**src/noc_cfg_pkg.sv**
```systemverilog
/*
  Mesh topology for the dummy tile: 4x4 mesh, five router ports.
  Port order is fixed. The mesh ports come first and Eject is last.
*/
package noc_cfg_pkg;

  localparam int unsigned CoordW       = 2;  // 4x4 mesh
  localparam int unsigned NumPorts     = 5;
  localparam int unsigned NumMeshPorts = 4;
  localparam int unsigned FifoDepth    = 2;  // per input port

  localparam int unsigned FifoPtrW = $clog2(FifoDepth);
  localparam int unsigned FifoCntW = $clog2(FifoDepth + 1);
  localparam int unsigned PortIdxW = $clog2(NumPorts);

  typedef struct packed {
    logic [CoordW-1:0] x;
    logic [CoordW-1:0] y;
  } coord_t;

  // north = +y, east = +x
  typedef enum logic [2:0] {
    North = 3'd0,
    East  = 3'd1,
    South = 3'd2,
    West  = 3'd3,
    Eject = 3'd4
  } port_e;

  typedef logic [FifoPtrW-1:0] fifo_ptr_t;
  typedef logic [FifoCntW-1:0] fifo_cnt_t;
  typedef logic [PortIdxW-1:0] port_idx_t;

endpackage
```
**src/noc_flit_pkg.sv**
```systemverilog
/*
  Flit format for the single narrow channel.
  Only the first flit of a packet carries a header. Later flits are raw data.
  Tag bits [7:5] name the injecting port. The router does not read them.
*/
package noc_flit_pkg;

  localparam int unsigned PayloadW = 16;

  typedef struct packed {
    noc_cfg_pkg::coord_t dst;
    noc_cfg_pkg::coord_t src;
    logic [7:0]          tag;
  } noc_hdr_t;

  // same 16 bits, two views
  typedef union packed {
    noc_hdr_t            hdr;   // head flit
    logic [PayloadW-1:0] data;  // body and tail flits
  } noc_word_u;

  typedef struct packed {
    noc_word_u word;
    logic      last;  // tail marker
  } noc_flit_t;

  // forward half of a link; ready travels back on its own wire
  typedef struct packed {
    logic      valid;
    noc_flit_t flit;
  } noc_fwd_t;

  // one-hot output port, indexed by noc_cfg_pkg::port_e
  typedef logic [noc_cfg_pkg::NumPorts-1:0] noc_route_t;

endpackage

```
**src/noc_dummy_tile.sv**
```systemverilog
/*
  Dummy mesh tile: a router that only forwards traffic.
  Local inject is never valid. Flits for this tile are dropped at eject
  and counted. eject_count_o wraps at 16 bits.
*/
module noc_dummy_tile (
  input  logic                                                   clk_i,
  input  logic                                                   rst_n_i,
  input  noc_cfg_pkg::coord_t                                    id_i,
  input  noc_flit_pkg::noc_fwd_t [noc_cfg_pkg::NumMeshPorts-1:0] mesh_fwd_i,
  output logic                   [noc_cfg_pkg::NumMeshPorts-1:0] mesh_rdy_o,
  output noc_flit_pkg::noc_fwd_t [noc_cfg_pkg::NumMeshPorts-1:0] mesh_fwd_o,
  input  logic                   [noc_cfg_pkg::NumMeshPorts-1:0] mesh_rdy_i,
  output logic                   [15:0]                          eject_count_o
);

  noc_flit_pkg::noc_fwd_t [noc_cfg_pkg::NumPorts-1:0] rtr_fwd_in, rtr_fwd_out;
  logic                   [noc_cfg_pkg::NumPorts-1:0] rtr_rdy_in, rtr_rdy_out;

  noc_router i_router (
    .clk_i,
    .rst_n_i,
    .tile_id_i (id_i),
    .fwd_i     (rtr_fwd_in),
    .rdy_o     (rtr_rdy_out),
    .fwd_o     (rtr_fwd_out),
    .rdy_i     (rtr_rdy_in)
  );

  assign rtr_fwd_in[noc_cfg_pkg::NumMeshPorts-1:0] = mesh_fwd_i;
  assign rtr_fwd_in[noc_cfg_pkg::Eject]            = '0;  // nothing to inject
  assign mesh_rdy_o = rtr_rdy_out[noc_cfg_pkg::NumMeshPorts-1:0];

  assign mesh_fwd_o = rtr_fwd_out[noc_cfg_pkg::NumMeshPorts-1:0];
  assign rtr_rdy_in[noc_cfg_pkg::NumMeshPorts-1:0] = mesh_rdy_i;
  assign rtr_rdy_in[noc_cfg_pkg::Eject]            = 1'b1;  // sink always accepts

  always_ff @(posedge clk_i) begin
    if (!rst_n_i) begin
      eject_count_o <= '0;
    end else if (rtr_fwd_out[noc_cfg_pkg::Eject].valid) begin
      eject_count_o <= eject_count_o + 1'b1;
    end
  end

endmodule

```
**src/noc_router.sv**
```systemverilog
/*
  Five-port wormhole router, XY routing, no virtual channels.
  Port index follows noc_cfg_pkg::port_e. Latency is 2 cycles without contention.
*/
module noc_router (
  input  logic                                               clk_i,
  input  logic                                               rst_n_i,
  input  noc_cfg_pkg::coord_t                                tile_id_i,
  input  noc_flit_pkg::noc_fwd_t [noc_cfg_pkg::NumPorts-1:0] fwd_i,
  output logic                   [noc_cfg_pkg::NumPorts-1:0] rdy_o,
  output noc_flit_pkg::noc_fwd_t [noc_cfg_pkg::NumPorts-1:0] fwd_o,
  input  logic                   [noc_cfg_pkg::NumPorts-1:0] rdy_i
);

  noc_flit_pkg::noc_flit_t  [noc_cfg_pkg::NumPorts-1:0] in_flit;
  noc_flit_pkg::noc_route_t [noc_cfg_pkg::NumPorts-1:0] in_route;
  logic                     [noc_cfg_pkg::NumPorts-1:0] in_valid, grant;
  noc_flit_pkg::noc_fwd_t   [noc_cfg_pkg::NumPorts-1:0] alloc_fwd;
  logic                     [noc_cfg_pkg::NumPorts-1:0] alloc_rdy;

  for (genvar p = 0; p < noc_cfg_pkg::NumPorts; p++) begin : gen_in_port
    noc_in_port i_in_port (
      .clk_i,
      .rst_n_i,
      .tile_id_i,
      .fwd_i   (fwd_i[p]),
      .rdy_o   (rdy_o[p]),
      .flit_o  (in_flit[p]),
      .valid_o (in_valid[p]),
      .route_o (in_route[p]),
      .grant_i (grant[p])
    );
  end

  noc_switch_alloc i_alloc (
    .clk_i,
    .rst_n_i,
    .in_flit_i  (in_flit),
    .in_valid_i (in_valid),
    .in_route_i (in_route),
    .grant_o    (grant),
    .out_fwd_o  (alloc_fwd),
    .out_rdy_i  (alloc_rdy)
  );

  for (genvar p = 0; p < noc_cfg_pkg::NumPorts; p++) begin : gen_out_port
    noc_out_port i_out_port (
      .clk_i,
      .rst_n_i,
      .fwd_i (alloc_fwd[p]),
      .rdy_o (alloc_rdy[p]),
      .fwd_o (fwd_o[p]),
      .rdy_i (rdy_i[p])
    );
  end

endmodule

```
**src/noc_out_port.sv**
```systemverilog
/*
  Router output stage: one register between allocator and link.
  Full throughput, a new flit is taken in the cycle the old one drains.
*/
module noc_out_port (
  input  logic                   clk_i,
  input  logic                   rst_n_i,
  input  noc_flit_pkg::noc_fwd_t fwd_i,
  output logic                   rdy_o,
  output noc_flit_pkg::noc_fwd_t fwd_o,
  input  logic                   rdy_i
);

  logic                    valid_q;
  noc_flit_pkg::noc_flit_t flit_q;

  assign rdy_o = !valid_q || rdy_i;  // empty or draining

  always_ff @(posedge clk_i) begin
    if (!rst_n_i) begin
      valid_q <= 1'b0;
    end else if (rdy_o) begin
      valid_q <= fwd_i.valid;
    end
  end

  always_ff @(posedge clk_i) begin
    if (rdy_o && fwd_i.valid) flit_q <= fwd_i.flit;
  end

  assign fwd_o.valid = valid_q;
  assign fwd_o.flit  = flit_q;

endmodule

```
**src/noc_switch_alloc.sv**
```systemverilog
/*
  Switch allocator: per output, round-robin among requesting inputs.
  A winning head locks the output until its tail flit transfers.
  Valid toward an output stage is shown only when that stage is ready.
*/
module noc_switch_alloc (
  input  logic                                                 clk_i,
  input  logic                                                 rst_n_i,
  input  noc_flit_pkg::noc_flit_t  [noc_cfg_pkg::NumPorts-1:0] in_flit_i,
  input  logic                     [noc_cfg_pkg::NumPorts-1:0] in_valid_i,
  input  noc_flit_pkg::noc_route_t [noc_cfg_pkg::NumPorts-1:0] in_route_i,
  output logic                     [noc_cfg_pkg::NumPorts-1:0] grant_o,
  output noc_flit_pkg::noc_fwd_t   [noc_cfg_pkg::NumPorts-1:0] out_fwd_o,
  input  logic                     [noc_cfg_pkg::NumPorts-1:0] out_rdy_i
);

  logic                   [noc_cfg_pkg::NumPorts-1:0] req [noc_cfg_pkg::NumPorts];
  logic                   [noc_cfg_pkg::NumPorts-1:0] lock_q, sel_vld, xfer;
  noc_cfg_pkg::port_idx_t                             holder_q [noc_cfg_pkg::NumPorts];
  noc_cfg_pkg::port_idx_t                             rr_q     [noc_cfg_pkg::NumPorts];
  noc_cfg_pkg::port_idx_t                             sel      [noc_cfg_pkg::NumPorts];

  // req[o][i]: input i wants output o
  always_comb begin
    for (int o = 0; o < noc_cfg_pkg::NumPorts; o++) begin
      for (int i = 0; i < noc_cfg_pkg::NumPorts; i++) begin
        req[o][i] = in_valid_i[i] && in_route_i[i][o];
      end
    end
  end

  always_comb begin
    int unsigned idx;
    idx = 0;
    for (int o = 0; o < noc_cfg_pkg::NumPorts; o++) begin
      sel[o]     = '0;
      sel_vld[o] = 1'b0;
      if (lock_q[o]) begin
        sel[o]     = holder_q[o];  // wormhole, body waits for its own input
        sel_vld[o] = req[o][holder_q[o]];
      end else begin
        for (int k = 0; k < noc_cfg_pkg::NumPorts; k++) begin
          idx = (int'(rr_q[o]) + k) % noc_cfg_pkg::NumPorts;
          if (!sel_vld[o] && req[o][idx]) begin
            sel[o]     = noc_cfg_pkg::port_idx_t'(idx);
            sel_vld[o] = 1'b1;
          end
        end
      end
    end
  end

  always_comb begin
    grant_o = '0;
    for (int o = 0; o < noc_cfg_pkg::NumPorts; o++) begin
      xfer[o]            = sel_vld[o] && out_rdy_i[o];
      out_fwd_o[o].valid = xfer[o];
      out_fwd_o[o].flit  = in_flit_i[sel[o]];
      if (xfer[o]) grant_o[sel[o]] = 1'b1;  // route is one-hot, at most one hit
    end
  end

  always_ff @(posedge clk_i) begin
    if (!rst_n_i) begin
      lock_q   <= '0;
      holder_q <= '{default: '0};
      rr_q     <= '{default: '0};
    end else begin
      for (int o = 0; o < noc_cfg_pkg::NumPorts; o++) begin
        if (xfer[o]) begin
          if (in_flit_i[sel[o]].last) begin
            lock_q[o] <= 1'b0;
            // priority moves past the winner once its packet is done
            rr_q[o]   <= (sel[o] == noc_cfg_pkg::port_idx_t'(noc_cfg_pkg::NumPorts - 1)) ?
                         '0 : sel[o] + 1'b1;
          end else begin
            lock_q[o]   <= 1'b1;
            holder_q[o] <= sel[o];
          end
        end
      end
    end
  end

endmodule

```
**src/noc_in_port.sv**
```systemverilog
/*
  Router input port: small FIFO plus XY route computation.
  The route is decoded from the head flit and held until the tail is granted.
  Ready depends only on FIFO fill. A pop in the same cycle does not raise it.
*/
module noc_in_port (
  input  logic                     clk_i,
  input  logic                     rst_n_i,
  input  noc_cfg_pkg::coord_t      tile_id_i,
  input  noc_flit_pkg::noc_fwd_t   fwd_i,
  output logic                     rdy_o,
  output noc_flit_pkg::noc_flit_t  flit_o,
  output logic                     valid_o,
  output noc_flit_pkg::noc_route_t route_o,
  input  logic                     grant_i
);

  noc_flit_pkg::noc_flit_t  mem_q [noc_cfg_pkg::FifoDepth];
  noc_cfg_pkg::fifo_ptr_t   wr_ptr_q, rd_ptr_q;
  noc_cfg_pkg::fifo_cnt_t   fill_q;
  logic                     push, pop, full;
  logic                     in_pkt_q;  // head granted, tail still pending
  noc_flit_pkg::noc_route_t route_q, route_dec;
  noc_cfg_pkg::coord_t      dst;

  assign full    = (fill_q == noc_cfg_pkg::fifo_cnt_t'(noc_cfg_pkg::FifoDepth));
  assign rdy_o   = !full;
  assign push    = fwd_i.valid && rdy_o;
  assign valid_o = (fill_q != '0);
  assign pop     = valid_o && grant_i;
  assign flit_o  = mem_q[rd_ptr_q];

  // header view only makes sense while no packet is open
  assign dst = flit_o.word.hdr.dst;

  // dimension order: x first, then y
  always_comb begin
    route_dec = '0;
    if (dst.x > tile_id_i.x)      route_dec[noc_cfg_pkg::East]  = 1'b1;
    else if (dst.x < tile_id_i.x) route_dec[noc_cfg_pkg::West]  = 1'b1;
    else if (dst.y > tile_id_i.y) route_dec[noc_cfg_pkg::North] = 1'b1;
    else if (dst.y < tile_id_i.y) route_dec[noc_cfg_pkg::South] = 1'b1;
    else                          route_dec[noc_cfg_pkg::Eject] = 1'b1;
  end

  assign route_o = in_pkt_q ? route_q : route_dec;

  always_ff @(posedge clk_i) begin
    if (!rst_n_i) begin
      wr_ptr_q <= '0;
      rd_ptr_q <= '0;
      fill_q   <= '0;
      in_pkt_q <= 1'b0;
    end else begin
      if (push) begin
        wr_ptr_q <= (wr_ptr_q == noc_cfg_pkg::FifoDepth - 1) ? '0 : wr_ptr_q + 1'b1;
      end
      if (pop) begin
        rd_ptr_q <= (rd_ptr_q == noc_cfg_pkg::FifoDepth - 1) ? '0 : rd_ptr_q + 1'b1;
        in_pkt_q <= !flit_o.last;  // single-flit packets never open
      end
      case ({push, pop})
        2'b10:   fill_q <= fill_q + 1'b1;
        2'b01:   fill_q <= fill_q - 1'b1;
        default: fill_q <= fill_q;
      endcase
    end
  end

  // latch route as the head leaves
  always_ff @(posedge clk_i) begin
    if (pop && !in_pkt_q) route_q <= route_dec;
  end

  always_ff @(posedge clk_i) begin
    if (push) mem_q[wr_ptr_q] <= fwd_i.flit;
  end

endmodule

```
**config.mk**
```make
export PLATFORM = sky130hd
export DESIGN_NAME = noc_dummy_tile
export DESIGN_NICKNAME = d
export VERILOG_FILES = /design/src/noc_cfg_pkg.sv /design/src/noc_flit_pkg.sv /design/src/noc_dummy_tile.sv /design/src/noc_router.sv /design/src/noc_out_port.sv /design/src/noc_switch_alloc.sv /design/src/noc_in_port.sv
export SDC_FILE = /design/constraint.sdc
export NUM_CORES = 1
export LEC_CHECK = 0
export BUFFER_PORTS_ARGS = -buffer_cell sky130_fd_sc_hd__buf_2
export CELL_PAD_IN_SITES_DETAIL_PLACEMENT = 0
export CELL_PAD_IN_SITES_GLOBAL_PLACEMENT = 2
export CORE_UTILIZATION = 39
export CTS_CLUSTER_DIAMETER = 30
export DETAILED_ROUTE_END_ITERATION = 8
export GPL_ROUTABILITY_DRIVEN = 0
export GPL_TIMING_DRIVEN = 0
export PLACE_DENSITY = 0.83
export SETUP_SLACK_MARGIN = 0.4
export SLEW_MARGIN = 10
export SYNTH_ARGS = -nofsm -noshare
export SYNTH_HDL_FRONTEND = slang
export SYNTH_SLANG_ARGS = --single-unit
```
**constraint.sdc**
```tcl
create_clock -name clk_i -period 7.65 [get_ports clk_i]
set_clock_uncertainty 0.2 [all_clocks]
set_input_delay 1.53 -clock clk_i [delete_from_list [all_inputs] [get_ports clk_i]]
set_output_delay 1.53 -clock clk_i [all_outputs]
set_load 0.05 [all_outputs]
```
==> results by group <==
Cells and area
  • Nets: 2856
  • Layout Utilization: 0.478
  • Fin area: ~0.027 mm²
  • Final Non-Filler Cells: approximately 3.5k
  • P&R area growth vs syn: 20.9%
  • Layout cells sized above 1: 0.205

Logic synthesis
  • Mux share of post-synthesis cell area: 0.0915
  • Ys flop type: edfxtp_1
  • Adder-cell share of the synthesized area: 0.0717
  • Sequential area share after synthesis: 0.374
  • Syn Area/Cell: between 9 and 10 µm²
  • Synth warnings: 0
  • Post-synth EDFFs: about 220
  • Synth Area in Compound Gates: 0.225
  • Fraction of registers with async set/reset: 0
  • Syn_nets: about 2.6k
  • Mapped Cells: between 2k and 2.5k
  • Synthesized cell area: ~0.022 mm²
  • Synth Area in Simple Gates: 0.162
  • Synth cell types: 123
  • Xor and xnor area share after synthesis: 0.0271
  • Combinational family with the most area after synthesis: compound AO/OA/AOI/OAI gates
  • Synthesized flop and latch total: between 300 and 400

Route
  • WL per Instance: approximately 23 µm
  • First-pass iteration count of the detailed router: 6
  • Max Used Layer: met4
  • Routed wire length: between 70000 and 80000 µm
  • Met3 wire len: around 4900 µm
  • Routed wl met2: 37600 µm
  • Antenna-violating nets left: 0
  • DRC: 0
  • Metal-1 WL: 34500 µm
  • Vias/cell: roughly 6
  • Vias: around 21k
  • Starting DRT DRC Count: ~1.9k

Timing
  • RSZ-0062 raised after global routing: yes
  • Fin crit period: about 7 ns
  • Measured slew at the worst slew-check pin: about 1.3 ns
  • Achievable Freq: ~0.14 GHz
  • Final Cycle Share: 0.912
  • Setup TNS: 0 ns
  • Slew Viols, Final: 0
  • Hold Vio Cnt, Final: 0
  • Max_slew headroom: 0.129
  • Final setup fails: 0

Die
  • Row count: between 80 and 90
  • Initial Util: 0.395
  • Chip Width: 242 µm
  • I/O pins: between 150 and 200
  • Die Ht: about 240 µm
  • Core area: ~0.057 mm²
  • Full die area: around 0.06 mm²

Worst setup path
  • Slowest CP cell: o21ai_0
  • CP peak stage delay: between 0.6 and 0.7 ns
  • Worst-path cell chain: clkbuf_1, mux2i_1, inv_1, ha_1, nor2b_1, o21ai_0, nand2_1, o211ai_1, a41oi_2, or4_1, o211ai_1, a221oi_2, or4b_4, buf_6, a31oi_2, and4_1, buf_6, inv_1, ha_1, or3_1, a21oi_1
  • CP required: 7.96 ns
  • Setup crit end kind: register
  • Worst EP arrival: approximately 7.3 ns
  • Classification of the worst setup path: reg -> reg
  • Critical Path Start Type: register
  • CP max FO: 9

Placement
  • DP HPWL: ~60000 µm
  • Placed cell area: 0.0242 mm²
  • Port Buffers: between 150 and 200
  • Post-Place Cells: approximately 3.3k

Global routing
  • Initial antenna violation count: 2
  • Largest net degree at the start of global routing: 27
  • Vias in the first global route: between 15k and 20k
  • First-pass GRT wire length: between 100000 and 150000 µm
  • GR Overflow Total: 0
  • GR Util All Layers: 0.264

Clock tree
  • CTS buffer count: 66
  • Maximum clock insertion buffer count: 3
  • H-tree levels: 3
  • CTS tree: done
  • Clock transition at the registers of the reported paths: roughly 0.050 ns
  • Clock Sinks: ~310
  • Hold buffers post-CTS: 0
  • Root buf cell: clkbuf_16
  • Clk Latency, worst-skew pair: about 0.61 ns

Run status
  • Status: complete, no violations

Worst hold path
  • Worst hold path type: reg -> reg

Flow run
  • Max-cap viol count: 0
flip-flops by register name (all words and copies together) (netlist names), named ones only:
register,cells
i_router.gen_in_port.i_in_port.mem_q,136
i_router.gen_out_port.i_out_port.fwd_o,68
i_router.gen_in_port.i_in_port.route_q,20
eject_count_o,16
i_router.i_alloc.holder_q,15
i_router.i_alloc.rr_q,15
i_router.gen_in_port.i_in_port.fill_q,10
i_router.gen_out_port.i_out_port.valid_q,5
i_router.i_alloc.lock_q,5
i_router.gen_in_port.i_in_port.in_pkt_q,4
i_router.gen_in_port.i_in_port.rd_ptr_q,4
i_router.gen_in_port.i_in_port.wr_ptr_q,4
Yosys cell counts, types with 56 or more instances:
cell / n / area share
edfxtp_1: 224 / 0.30
nor2_1: 194 / 0.033
nand2_1: 183 / 0.031
a21oi_1: 156 / 0.035
ha_1: 125 / 0.070
inv_1: 119 / 0.020
mux2i_1: 117 / 0.052
o21ai_0: 101 / 0.023
dfxtp_1: 82 / 0.073
clkbuf_1: 79 / 0.013
o22ai_1: 73 / 0.020
mux2_2: 58 / 0.029
nand3_1: 56 / 0.013
metrics by stage:
stage	worst slack (ns)	hold WS, ns
after floorplan	1.08	0.248
after global placement	-0.639	0.260
after detailed placement	-0.723	0.277
after CTS	0.410	0.285
after global routing	0.374	0.300
final	0.674	0.292
layer usage:
metal  global-route usage  vias up
met1                0.348    10100
met2                0.436      807
met4               0.0995        0
met3               0.0364      137
met5                    0        -
li1                     -     9540
worst max-delay path: cells and delay by family (launching register included):
kind                       cells  cell delay, ns
AOI/OAI and AO/OA              7            1.86
and+or+nand+nor                6            2.24
adders and majority gates      2            0.66
DFF                            1            0.30
buffers and inverters          5            1.04
muxes                          1            0.59
cells by family after synthesis:
family	Yosys count
DFF	306
adders and majority gates	127
AOI/OAI and AO/OA	702
and+or+nand+nor	726
muxes	185
buffers and inverters	267
xor gates and xnor gates	64
cell usage in the layout, fill, tap and decap left out, types with 11 or more instances in the layout:
cell,n
o31ai_1,11
o211ai_1,41
and3_1,19
a31oi_1,21
xnor2_1,39
and2_1,21
xor2_1,21
a211oi_1,21
nand2b_1,50
nand4_1,12
nand3_1,55
nor2_1,189
dfxtp_1,77
buf_2,188
nor4_1,18
buf_4,43
o21a_1,36
buf_1,13
o21ai_0,100
or3_1,22
o221ai_1,23
a211o_1,12
clkbuf_1,75
a21o_1,14
clkbuf_16,67
o22ai_1,73
nor2b_1,28
edfxtp_1,224
inv_1,118
a21oi_1,156
mux2i_1,115
mux2_2,56
nor3_1,46
nand2_1,183
ha_1,121
o2111ai_1,18
or2_2,15
final timing paths:
| check | endpoint | depth (start not counted) | start | slack [ns] |
|---|---|---|---|---|
| worst max-delay path | i_router.gen_in_port[3].i_in_port.fill_q[1] | 21 | register | 0.67 |
| worst max register to register | i_router.gen_in_port[3].i_in_port.fill_q[1] | 21 | register | 0.67 |
| worst min register to register | register | 2 | i_router.gen_in_port[0].i_in_port.rd_ptr_q | 0.29 |
| worst min-delay path | register | 2 | i_router.gen_in_port[0].i_in_port.rd_ptr_q | 0.29 |
what timing repair did:
item	4_1_cts	5_1_grt
pin swaps	6	13
setup endpoints to repair	103	51
gates cloned	0	0
setup buffers	8	19
gates resized for setup	34	52
area by class of cell:
class	instances	area, µm²
fill	5324	29500
clock buffer	76	1730
antenna	1	2.50
tap	756	946
inverter	134	520
buffer	133	652
sequential	306	8380
multi-input combinational	1804	13100
clock inverter	45	603
timing repair buffer	202	1110
Power is not shown: default switching activity piles up to over one toggle a cycle in this logic, so the estimate is an artifact.
